<file path="config.mk">
export PLATFORM = sky130hd
export DESIGN_NAME = rv_wb_top
export DESIGN_NICKNAME = d
export VERILOG_FILES = /design/src/common/rv_isa_pkg.sv /design/src/common/wb_pkg.sv /design/src/common/core_ifs.sv /design/src/core/instr_decode.sv /design/src/core/alu.sv /design/src/core/reg_file.sv /design/src/core/core_ctrl.sv /design/src/logic/wb_master.sv /design/src/logic/rv_wb_top.sv
export SDC_FILE = /design/constraint.sdc
export NUM_CORES = 2
export LEC_CHECK = 0
export BUFFER_PORTS_ARGS = -buffer_cell sky130_fd_sc_hd__buf_4
export CAP_MARGIN = 15
export CELL_PAD_IN_SITES_DETAIL_PLACEMENT = 1
export CELL_PAD_IN_SITES_GLOBAL_PLACEMENT = 2
export CORE_MARGIN = 3
export CORE_UTILIZATION = 40
export DETAILED_ROUTE_END_ITERATION = 8
export GPL_ROUTABILITY_DRIVEN = 1
export PLACE_DENSITY_LB_ADDON = 0.15
export SLEW_MARGIN = 20
export SYNTH_ARGS = -nofsm -noshare
export SYNTH_HDL_FRONTEND = slang
export SYNTH_SLANG_ARGS = --single-unit
export TNS_END_PERCENT = 10
</file>
<file path="constraint.sdc">
create_clock -name clk -period 39.6 [get_ports clk]
set_input_delay 7.92 -clock clk [delete_from_list [all_inputs] [get_ports clk]]
set_output_delay 7.92 -clock clk [all_outputs]
set_load 0.02 [all_outputs]
</file>
<file path="src/common/rv_isa_pkg.sv">
/*
  RV32I subset encodings for the multicycle core.
  Only the major opcodes and funct3 values that the core executes are listed.
  Core FSM states are shared here so that checks outside the core can name them.
*/
package rv_isa_pkg;

    localparam int xlen_p       = 32;
    localparam int reg_addr_w_p = 5;
    localparam int num_regs_p   = 32;
    localparam logic [xlen_p-1:0] reset_pc_p = 32'h0000_0000;
    localparam logic [xlen_p-1:0] pc_step_p  = 32'd4;

    typedef enum logic [6:0] {
        opc_op     = 7'b0110011,
        opc_op_imm = 7'b0010011,
        opc_lui    = 7'b0110111,
        opc_load   = 7'b0000011,
        opc_store  = 7'b0100011,
        opc_branch = 7'b1100011,
        opc_jal    = 7'b1101111,
        opc_jalr   = 7'b1100111
    } opcode_e;

    typedef enum logic [2:0] {
        f3_add_sub = 3'b000,
        f3_sll     = 3'b001,
        f3_xor     = 3'b100,
        f3_srl     = 3'b101,
        f3_or      = 3'b110,
        f3_and     = 3'b111
    } funct3_alu_e;

    typedef enum logic [2:0] {
        f3_beq = 3'b000,
        f3_bne = 3'b001,
        f3_blt = 3'b100,
        f3_bge = 3'b101
    } funct3_br_e;

    typedef enum logic [3:0] {
        alu_add, alu_sub, alu_xor, alu_or, alu_and,
        alu_sll, alu_srl, alu_pass_b, alu_link
    } alu_op_e;

    typedef enum logic [1:0] {
        st_fetch, st_execute, st_mem, st_writeback
    } core_state_e;

endpackage

</file>
<file path="src/common/wb_pkg.sv">
/*
  Wishbone classic bus constants.
  Word transfers only, so the byte select is always all ones.
*/
package wb_pkg;

    localparam int wb_adr_w_p = 32;
    localparam int wb_dat_w_p = 32;
    localparam logic [3:0] wb_sel_all_p = 4'b1111;

    // bus master cycle type
    typedef enum logic [1:0] {
        wb_idle  = 2'd0,
        wb_write = 2'd1,
        wb_read  = 2'd2
    } wb_state_e;

endpackage

</file>
<file path="src/common/core_ifs.sv">
/*
  Core internal interfaces.
  mem_req_if: single outstanding request, addr and wdata held until done.
  decode_if: decoded fields and control flags of the current instruction.
*/
`timescale 1ns/1ps

interface mem_req_if import wb_pkg::*; ();
    logic                  rd_req;   // one-cycle pulses
    logic                  wr_req;
    logic [wb_adr_w_p-1:0] addr;
    logic [wb_dat_w_p-1:0] wdata;
    logic [wb_dat_w_p-1:0] rdata;    // valid with done
    logic                  done;

    modport core (output rd_req, wr_req, addr, wdata, input rdata, done);
    modport bus  (input rd_req, wr_req, addr, wdata, output rdata, done);
endinterface

interface decode_if import rv_isa_pkg::*; ();
    opcode_e                 opcode;
    alu_op_e                 alu_op;
    logic [2:0]              funct3;
    logic [reg_addr_w_p-1:0] rs1;
    logic [reg_addr_w_p-1:0] rs2;
    logic [reg_addr_w_p-1:0] rd;
    logic [xlen_p-1:0]       imm;
    logic                    use_imm;
    logic                    reg_we;
    logic                    is_load;
    logic                    is_store;
    logic                    is_branch;
    logic                    is_jal;
    logic                    is_jalr;

    modport dec  (output opcode, alu_op, funct3, rs1, rs2, rd, imm, use_imm, reg_we,
                  is_load, is_store, is_branch, is_jal, is_jalr);
    modport user (input opcode, alu_op, funct3, rs1, rs2, rd, imm, use_imm, reg_we,
                  is_load, is_store, is_branch, is_jal, is_jalr);
endinterface

</file>
<file path="src/core/instr_decode.sv">
/*
  Combinational RV32I subset decoder.
  Immediates are sign-extended per RV32I. srai is not supported.
  Unknown opcodes clear every flag and so execute as a no-op.
*/
`timescale 1ns/1ps

module instr_decode import rv_isa_pkg::*; (
    input  logic [xlen_p-1:0] instr_i,
    decode_if.dec             dec
);

    logic [xlen_p-1:0] imm_i, imm_s, imm_b, imm_u, imm_j;

    function automatic alu_op_e alu_from_f3(input logic [2:0] f3, input logic sub_en);
        alu_op_e op_sel;
        case (funct3_alu_e'(f3))
            f3_add_sub: op_sel = sub_en ? alu_sub : alu_add;
            f3_sll:     op_sel = alu_sll;
            f3_xor:     op_sel = alu_xor;
            f3_srl:     op_sel = alu_srl;
            f3_or:      op_sel = alu_or;
            f3_and:     op_sel = alu_and;
            default:    op_sel = alu_add;   // slt/sltu not in subset
        endcase
        return op_sel;
    endfunction

    assign imm_i = {{20{instr_i[31]}}, instr_i[31:20]};
    assign imm_s = {{20{instr_i[31]}}, instr_i[31:25], instr_i[11:7]};
    assign imm_b = {{20{instr_i[31]}}, instr_i[7], instr_i[30:25], instr_i[11:8], 1'b0};
    assign imm_u = {instr_i[31:12], 12'b0};
    assign imm_j = {{12{instr_i[31]}}, instr_i[19:12], instr_i[20], instr_i[30:21], 1'b0};

    always_comb begin
        dec.opcode    = opcode_e'(instr_i[6:0]);
        dec.funct3    = instr_i[14:12];
        dec.rs1       = instr_i[19:15];
        dec.rs2       = instr_i[24:20];
        dec.rd        = instr_i[11:7];
        dec.alu_op    = alu_add;
        dec.imm       = imm_i;
        dec.use_imm   = 1'b0;
        dec.reg_we    = 1'b0;
        dec.is_load   = 1'b0;
        dec.is_store  = 1'b0;
        dec.is_branch = 1'b0;
        dec.is_jal    = 1'b0;
        dec.is_jalr   = 1'b0;
        case (instr_i[6:0])
            opc_op: begin
                dec.reg_we = 1'b1;
                dec.alu_op = alu_from_f3(instr_i[14:12], instr_i[30]);
            end
            opc_op_imm: begin
                dec.reg_we  = 1'b1;
                dec.use_imm = 1'b1;
                dec.alu_op  = alu_from_f3(instr_i[14:12], 1'b0);  // no subi
            end
            opc_lui: begin
                dec.reg_we  = 1'b1;
                dec.use_imm = 1'b1;
                dec.imm     = imm_u;
                dec.alu_op  = alu_pass_b;
            end
            opc_load: begin
                dec.reg_we  = 1'b1;
                dec.use_imm = 1'b1;
                dec.is_load = 1'b1;
            end
            opc_store: begin
                dec.use_imm  = 1'b1;
                dec.is_store = 1'b1;
                dec.imm      = imm_s;
            end
            opc_branch: begin
                dec.is_branch = 1'b1;
                dec.imm       = imm_b;
            end
            opc_jal: begin
                dec.reg_we = 1'b1;
                dec.is_jal = 1'b1;
                dec.imm    = imm_j;
                dec.alu_op = alu_link;
            end
            opc_jalr: begin
                dec.reg_we  = 1'b1;
                dec.is_jalr = 1'b1;
                dec.alu_op  = alu_link;
            end
            default: ;
        endcase
    end

endmodule

</file>
<file path="src/core/alu.sv">
/*
  Datapath arithmetic for one instruction.
  result_o serves ALU ops, lui, link values and load/store addresses.
  Branch compares are signed only (no bltu/bgeu).
*/
`timescale 1ns/1ps

module alu import rv_isa_pkg::*; (
    decode_if.user            dec,
    input  logic [xlen_p-1:0] rs1_data_i,
    input  logic [xlen_p-1:0] rs2_data_i,
    input  logic [xlen_p-1:0] pc_i,
    output logic [xlen_p-1:0] result_o,
    output logic [xlen_p-1:0] target_o,
    output logic              branch_take_o
);

    logic [xlen_p-1:0] op_b;

    assign op_b = dec.use_imm ? dec.imm : rs2_data_i;

    always_comb begin
        case (dec.alu_op)
            alu_add:    result_o = rs1_data_i + op_b;
            alu_sub:    result_o = rs1_data_i - op_b;
            alu_xor:    result_o = rs1_data_i ^ op_b;
            alu_or:     result_o = rs1_data_i | op_b;
            alu_and:    result_o = rs1_data_i & op_b;
            alu_sll:    result_o = rs1_data_i << op_b[4:0];
            alu_srl:    result_o = rs1_data_i >> op_b[4:0];
            alu_pass_b: result_o = op_b;                 // lui
            alu_link:   result_o = pc_i + pc_step_p;
            default:    result_o = '0;
        endcase
    end

    // jalr is register relative, branches and jal are pc relative
    assign target_o = ((dec.opcode == opc_jalr) ? rs1_data_i : pc_i) + dec.imm;

    always_comb begin
        case (dec.funct3)
            f3_beq:  branch_take_o = (rs1_data_i == rs2_data_i);
            f3_bne:  branch_take_o = (rs1_data_i != rs2_data_i);
            f3_blt:  branch_take_o = ($signed(rs1_data_i) <  $signed(rs2_data_i));
            f3_bge:  branch_take_o = ($signed(rs1_data_i) >= $signed(rs2_data_i));
            default: branch_take_o = 1'b0;
        endcase
    end

endmodule

</file>
<file path="src/core/reg_file.sv">
/*
  32 x 32 register file, two combinational read ports, one write port.
  x0 is never written and reads as zero.
*/
`timescale 1ns/1ps

module reg_file import rv_isa_pkg::*; (
    input  logic              clk,
    input  logic              rst,
    decode_if.user            dec,
    input  logic              we_i,
    input  logic [xlen_p-1:0] wdata_i,
    output logic [xlen_p-1:0] rs1_data_o,
    output logic [xlen_p-1:0] rs2_data_o
);

    logic [xlen_p-1:0] regs [num_regs_p];

    always_ff @(posedge clk or posedge rst) begin
        if (rst) begin
            for (int i = 0; i < num_regs_p; i++) begin
                regs[i] <= '0;
            end
        end else if (we_i && dec.rd != '0) begin
            regs[dec.rd] <= wdata_i;
        end
    end

    assign rs1_data_o = regs[dec.rs1];
    assign rs2_data_o = regs[dec.rs2];

    a_x0_zero: assert property (@(posedge clk) disable iff (rst)
        (dec.rs1 == '0) |-> (rs1_data_o == '0));

endmodule

</file>
<file path="src/core/core_ctrl.sv">
/*
  PC, instruction register and the multicycle sequencer.
  fetch -> execute -> (mem -> writeback) -> fetch, one instruction in flight.
  Bus latency is absorbed by waiting on done; no timeout.
*/
`timescale 1ns/1ps

module core_ctrl import rv_isa_pkg::*; (
    input  logic              clk,
    input  logic              rst,
    decode_if.user            dec,
    input  logic [xlen_p-1:0] alu_result_i,
    input  logic [xlen_p-1:0] alu_target_i,
    input  logic              branch_take_i,
    input  logic [xlen_p-1:0] rs2_data_i,
    mem_req_if.core           mem,
    output logic [xlen_p-1:0] instr_o,
    output logic [xlen_p-1:0] pc_o,
    output logic              rf_we_o,
    output logic [xlen_p-1:0] rf_wdata_o
);

    core_state_e       state;
    logic              pending;   // bus request outstanding
    logic              req;
    logic [xlen_p-1:0] pc;
    logic [xlen_p-1:0] ir;
    logic [xlen_p-1:0] load_q;
    logic [xlen_p-1:0] next_pc;

    // one pulse on entry to fetch or mem
    assign req        = (state == st_fetch || state == st_mem) && !pending;
    assign mem.wr_req = req && state == st_mem && dec.is_store;
    assign mem.rd_req = req && !(state == st_mem && dec.is_store);
    assign mem.addr   = (state == st_mem) ? alu_result_i : pc;  // ir stable, so addr holds
    assign mem.wdata  = rs2_data_i;

    always_comb begin
        if (dec.is_jalr) begin
            next_pc = {alu_target_i[xlen_p-1:1], 1'b0};
        end else if (dec.is_jal || (dec.is_branch && branch_take_i)) begin
            next_pc = alu_target_i;
        end else begin
            next_pc = pc + pc_step_p;  // also unknown opcodes
        end
    end

    assign rf_we_o    = (state == st_execute && dec.reg_we && !dec.is_load) ||
                        (state == st_writeback && dec.reg_we);
    assign rf_wdata_o = (state == st_writeback) ? load_q : alu_result_i;

    always_ff @(posedge clk or posedge rst) begin
        if (rst) begin
            state   <= st_fetch;
            pending <= 1'b0;
            pc      <= reset_pc_p;
        end else begin
            if (req) begin
                pending <= 1'b1;
            end else if (mem.done) begin
                pending <= 1'b0;
            end
            case (state)
                st_fetch: begin
                    if (mem.done) state <= st_execute;
                end
                st_execute: begin
                    pc    <= next_pc;
                    state <= (dec.is_load || dec.is_store) ? st_mem : st_fetch;
                end
                st_mem: begin
                    if (mem.done) state <= dec.is_load ? st_writeback : st_fetch;
                end
                default: state <= st_fetch;  // writeback lasts one cycle
            endcase
        end
    end

    // rdata only valid with done
    always_ff @(posedge clk) begin
        if (state == st_fetch && mem.done) ir <= mem.rdata;
        if (state == st_mem && mem.done) load_q <= mem.rdata;
    end

    assign instr_o = ir;
    assign pc_o    = pc;

    a_single_req: assert property (@(posedge clk) disable iff (rst)
        (mem.rd_req || mem.wr_req) |=>
            (!mem.rd_req && !mem.wr_req) throughout mem.done[->1]);

    // execute follows a fetch done, writeback follows a load done
    a_rf_we_after_done: assert property (@(posedge clk) disable iff (rst)
        rf_we_o |-> $past(mem.done));

endmodule

</file>
<file path="src/logic/wb_master.sv">
/*
  Wishbone classic-cycle manager, one core request at a time.
  Outputs are registered: cyc/stb rise the cycle after the request pulse
  and drop the cycle after ack, together with a one-cycle done.
*/
`timescale 1ns/1ps

module wb_master import wb_pkg::*; (
    input  logic                  clk,
    input  logic                  rst,
    input  logic [wb_dat_w_p-1:0] dat_i,
    input  logic                  ack_i,
    mem_req_if.bus                mem,
    output logic [wb_adr_w_p-1:0] adr_o,
    output logic [wb_dat_w_p-1:0] dat_o,
    output logic [3:0]            sel_o,
    output logic                  we_o,
    output logic                  stb_o,
    output logic                  cyc_o
);

    wb_state_e             state;
    logic                  done_q;
    logic [wb_dat_w_p-1:0] rdata_q;
    logic                  start;

    assign start = (state == wb_idle) && (mem.rd_req || mem.wr_req);

    always_ff @(posedge clk or posedge rst) begin
        if (rst) begin
            state  <= wb_idle;
            cyc_o  <= 1'b0;
            stb_o  <= 1'b0;
            we_o   <= 1'b0;
            sel_o  <= '0;
            done_q <= 1'b0;
        end else begin
            done_q <= 1'b0;
            if (start) begin
                state <= mem.wr_req ? wb_write : wb_read;
                cyc_o <= 1'b1;
                stb_o <= 1'b1;
                we_o  <= mem.wr_req;
                sel_o <= wb_sel_all_p;
            end else if (state != wb_idle && ack_i) begin
                state  <= wb_idle;
                cyc_o  <= 1'b0;
                stb_o  <= 1'b0;
                we_o   <= 1'b0;
                sel_o  <= '0;
                done_q <= 1'b1;
            end
        end
    end

    always_ff @(posedge clk) begin
        if (start) begin
            adr_o <= mem.addr;
            dat_o <= mem.wdata;
        end
        if (state == wb_read && ack_i) rdata_q <= dat_i;
    end

    assign mem.done  = done_q;
    assign mem.rdata = rdata_q;

    a_stb_in_cyc: assert property (@(posedge clk) disable iff (rst) stb_o |-> cyc_o);

    a_adr_hold: assert property (@(posedge clk) disable iff (rst)
        (stb_o && !ack_i) |=> $stable(adr_o));

endmodule

</file>
<file path="src/logic/rv_wb_top.sv">
/*
  RV32I subset core with a Wishbone classic master port.
  Instructions and data share the bus; program starts at address 0.
*/
`timescale 1ns/1ps

module rv_wb_top
    import rv_isa_pkg::*;
    import wb_pkg::*;
(
    input  logic                  clk,
    input  logic                  rst,
    input  logic [wb_dat_w_p-1:0] wb_dat_i,
    input  logic                  wb_ack_i,
    output logic [wb_adr_w_p-1:0] wb_adr_o,
    output logic [wb_dat_w_p-1:0] wb_dat_o,
    output logic [3:0]            wb_sel_o,
    output logic                  wb_we_o,
    output logic                  wb_stb_o,
    output logic                  wb_cyc_o
);

    mem_req_if mem ();
    decode_if  dec ();

    logic [xlen_p-1:0] instr;
    logic [xlen_p-1:0] pc;
    logic [xlen_p-1:0] alu_result;
    logic [xlen_p-1:0] alu_target;
    logic [xlen_p-1:0] rs1_data;
    logic [xlen_p-1:0] rs2_data;
    logic [xlen_p-1:0] rf_wdata;
    logic              branch_take;
    logic              rf_we;

    core_ctrl u_ctrl (
        .clk(clk), .rst(rst), .dec(dec),
        .alu_result_i(alu_result), .alu_target_i(alu_target),
        .branch_take_i(branch_take), .rs2_data_i(rs2_data), .mem(mem),
        .instr_o(instr), .pc_o(pc), .rf_we_o(rf_we), .rf_wdata_o(rf_wdata)
    );

    instr_decode u_decode (.instr_i(instr), .dec(dec));

    alu u_alu (
        .dec(dec), .rs1_data_i(rs1_data), .rs2_data_i(rs2_data), .pc_i(pc),
        .result_o(alu_result), .target_o(alu_target), .branch_take_o(branch_take)
    );

    reg_file u_rf (
        .clk(clk), .rst(rst), .dec(dec), .we_i(rf_we), .wdata_i(rf_wdata),
        .rs1_data_o(rs1_data), .rs2_data_o(rs2_data)
    );

    wb_master u_wb (
        .clk(clk), .rst(rst), .dat_i(wb_dat_i), .ack_i(wb_ack_i), .mem(mem),
        .adr_o(wb_adr_o), .dat_o(wb_dat_o), .sel_o(wb_sel_o),
        .we_o(wb_we_o), .stb_o(wb_stb_o), .cyc_o(wb_cyc_o)
    );

endmodule

</file>
==> results.json <==
{
  "drv_cap": 0,
  "fin_setup_tns_ps": 0,
  "drc": 0,
  "combinationalPowerShare": 0.231,
  "antenna_found_initial": 15,
  "reg2regPathDepth": 26,
  "ys_ff_latch": 1223,
  "yosys_warnings": 0,
  "ir_drop_uv": 48.4,
  "die_x_um": 440,
  "start_kind": "primary input",
  "p_leak_nw": 36.9,
  "die_h_um": 440,
  "reg2reg_slack_ps": 29610,
  "synth_edf_count": 160,
  "seqPwrFrac": 0.374,
  "worstHoldPathCells": 0,
  "clkTransAtPathRegs_ps": 50,
  "ys_types": 124,
  "netlist.top_cell.by_area": "dfrtp_1",
  "syn_to_final_growth_pct": 10.6,
  "viasPerCell": 6.58,
  "maxSlewHeadroom": 0.188,
  "ys.flop_type": "dfrtp_1",
  "htreeDepth": 4,
  "wl_per_cell_um": 37.8,
  "crit_required_ps": 40440,
  "synth.cell_area_mm2": 0.0755,
  "antenna_left": 0,
  "crit_slowest_cell": "buf_4",
  "row_count": 158,
  "io_buffers": 105,
  "reg2reg_to": "u_rf.regs[412]",
  "final_area_mm2": 0.0834,
  "nets": 6700,
  "fin_crit_ps": 10940,
  "crit_chain": "buf_4 -> inv_8 -> buf_12 -> buf_4 -> buf_4 -> buf_4",
  "hp-class": "register to register",
  "final_core_util": 0.448,
  "dp_hpwl_um": 234000,
  "avgSynthCellArea_um2": 11.3,
  "cts_resized": 0,
  "tritoncts": "done",
  "grt_pass1_vias": 61044,
  "vias": 59915,
  "power.switching_mw": 1.21,
  "cp-end-kind": "asynchronous set/reset pin",
  "async_flop_share": 0.869,
  "gr-total-overflow": 0,
  "p_clk_frac": 0.395,
  "placed_area_mm2": 0.0785,
  "grt_pass1_wl_um": 481000,
  "status": "complete, no violations",
  "crit_type": "primary input to asynchronous set/reset pin",
  "first_pass_iters": 8,
  "clock_sinks": 1223,
  "swShare": 0.340,
  "finalPower_mw": 3.55,
  "cp.arrival_ps": 11780,
  "syn_inst": 6662,
  "hold_violations": 0,
  "synth_fp_nets": 6860,
  "core_mm2": 0.186,
  "synth_seq_area_share": 0.416,
  "period_share": 0.276,
  "dp_slack_ps": 27660,
  "rr_startpoint": "u_ctrl.instr_o[20]",
  "synth_top_area_share": 0.353,
  "rsz0062_at_grt": "false",
  "intPower_mw": 2.34,
  "clock_latency_ps": 850,
  "wl_um": 344000,
  "drive_gt1_frac": 0.271,
  "root_buffer": "clkbuf_16",
  "grt_usage": 0.351,
  "fp.dieArea_mm2": 0.194,
  "setup_slack_ps": 28660,
  "tightest_slew_ps": 1220,
  "cp_common_cell": "buf_4",
  "synth_area_leaders": "dfrtp_1 (35%), mux2_2 (11%), mux4_2 (8.0%)",
  "max_stage_delay_ps": 810,
  "finalSetupViolations": 0,
  "power_density_mw_per_mm2": 42.6,
  "grt_max_degree": 164,
  "fin_skew_ps": 64.3,
  "drt_iter0_markers": 5989,
  "cts_inserted_buffers": 145,
  "start_util": 0.405,
  "holdPathEnd": "u_rf.regs[1023]",
  "gp_congestion": 1.05,
  "worstSetupStartpoint": "rst",
  "hp-start": "u_rf.regs[1023]",
  "final_max_slew_viol_count": 0,
  "cts_hold_buf": 0,
  "clock.fmax_mhz": 91.4,
  "clk_path_buf_depth": 3,
  "post_cts_buffers": 0,
  "path_max_fanout": 163,
  "num_io_pins": 106
}
## area by class of cell
class | instances | area [um^2]
inverters | 154 | 588
well taps | 2480 | 3100
repair buffers | 328 | 2550
flip-flops and latches | 1223 | 31400
clock inverters | 61 | 713
diodes | 12 | 30.0
fillers | 19597 | 103000
multi-input cells | 4650 | 40800
clock buffers | 203 | 4200
## metrics by stage
stage,cells,hold WS [ps]
4_1_cts,9098,402
5_1_grt,9106,404
6_report,9111,401
3_3_place_gp,8834,381
2_1_floorplan,6662,421
3_5_place_dp,8834,389
## worst max-delay path: cells and delay by family
family                 cells  cell delay, ps
buffers and inverters      6            3430
## layer usage
| metal | global-route usage | wire [um] | vias up | part of all wire |
|---|---|---|---|---|
| met3 | 0.0713 | 25900 | 717 | 0.075 |
| li1 | - | - | 24905 | - |
| met2 | 0.539 | 154000 | 2502 | 0.45 |
| met1 | 0.468 | 144000 | 31787 | 0.42 |
| met5 | 0 | 23 | - | 0.000067 |
| met4 | 0.179 | 20500 | 4 | 0.059 |
## worst max path at each step
stage	to	slack, ps	cells past startpoint
floorplan	u_ctrl.pc_o[0]	1760	1
detailed placement	u_rf.regs[195]	27660	6
finish	u_rf.regs[419]	28660	6
global placement	u_rf.regs[163]	27720	6
CTS	u_rf.regs[131]	28540	6
global route	u_rf.regs[419]	28100	6
## kinds of logic after synthesis
logic type / count (synthesis) / synth area share
mux: 1618 / 0.274
compound gates: 1528 / 0.141
simple gates: 1240 / 0.0778
flops: 1223 / 0.416
buf+inv: 789 / 0.0516
fa+ha+maj: 163 / 0.0272
xor+xnor: 101 / 0.0117
## sequential cells by signal, summed over array words and instances, names as in the netlist
| name | cells |
|---|---|
| u_wb.dat_o | 32 |
| u_ctrl.instr_o | 32 |
| u_rf.regs | 1024 |
| u_wb.adr_o | 32 |
| u_ctrl.state | 2 |
| u_wb.state | 2 |
| u_ctrl.load_q | 32 |
| u_wb.mem.done | 1 |
| u_ctrl.pc_o | 32 |
| u_wb.sel_o | 1 |
| u_wb.mem.rdata | 32 |
| u_ctrl.pending | 1 |
## power groups by stage
stage          sequential, mW  combinational, mW  clock, mW
2_1_floorplan            1.34              0.474          0
3_3_place_gp             1.35              0.790          0
3_5_place_dp             1.35              0.796          0
4_1_cts                  1.33              0.800       1.43
5_1_grt                  1.33              0.852       1.48
6_report                 1.33              0.820       1.40
## cells in the final DEF (no fill, tap or decap), types with 87 or more instances in the layout
cell	n
dfrtp_1	1063
mux2_2	733
mux2i_1	578
nand2_1	456
buf_4	321
mux4_2	269
o21ai_0	261
nor2_1	259
a22oi_1	214
a21oi_1	193
ha_1	161
edfxtp_1	160
clkbuf_16	149
nand3_1	147
inv_1	129
a211oi_1	121
xnor2_1	87
## synthesized netlist by cell type (40+ instances only)
cell type	count
dfrtp_1	1063
mux2_2	733
mux2i_1	578
nand2_1	459
clkbuf_1	365
nor2_1	297
mux4_2	269
o21ai_0	262
a22oi_1	214
a21oi_1	200
ha_1	161
edfxtp_1	160
nand3_1	147
inv_1	130
buf_2	123
a211oi_1	121
xnor2_1	87
o31ai_1	82
o22ai_1	80
a21o_1	72
buf_6	62
o21ai_1	60
nor3_1	58
a31oi_1	46
a41oi_1	43
and3_1	43
a22o_1	41
buf_4	40
Power figures use the tool's default switching activity.
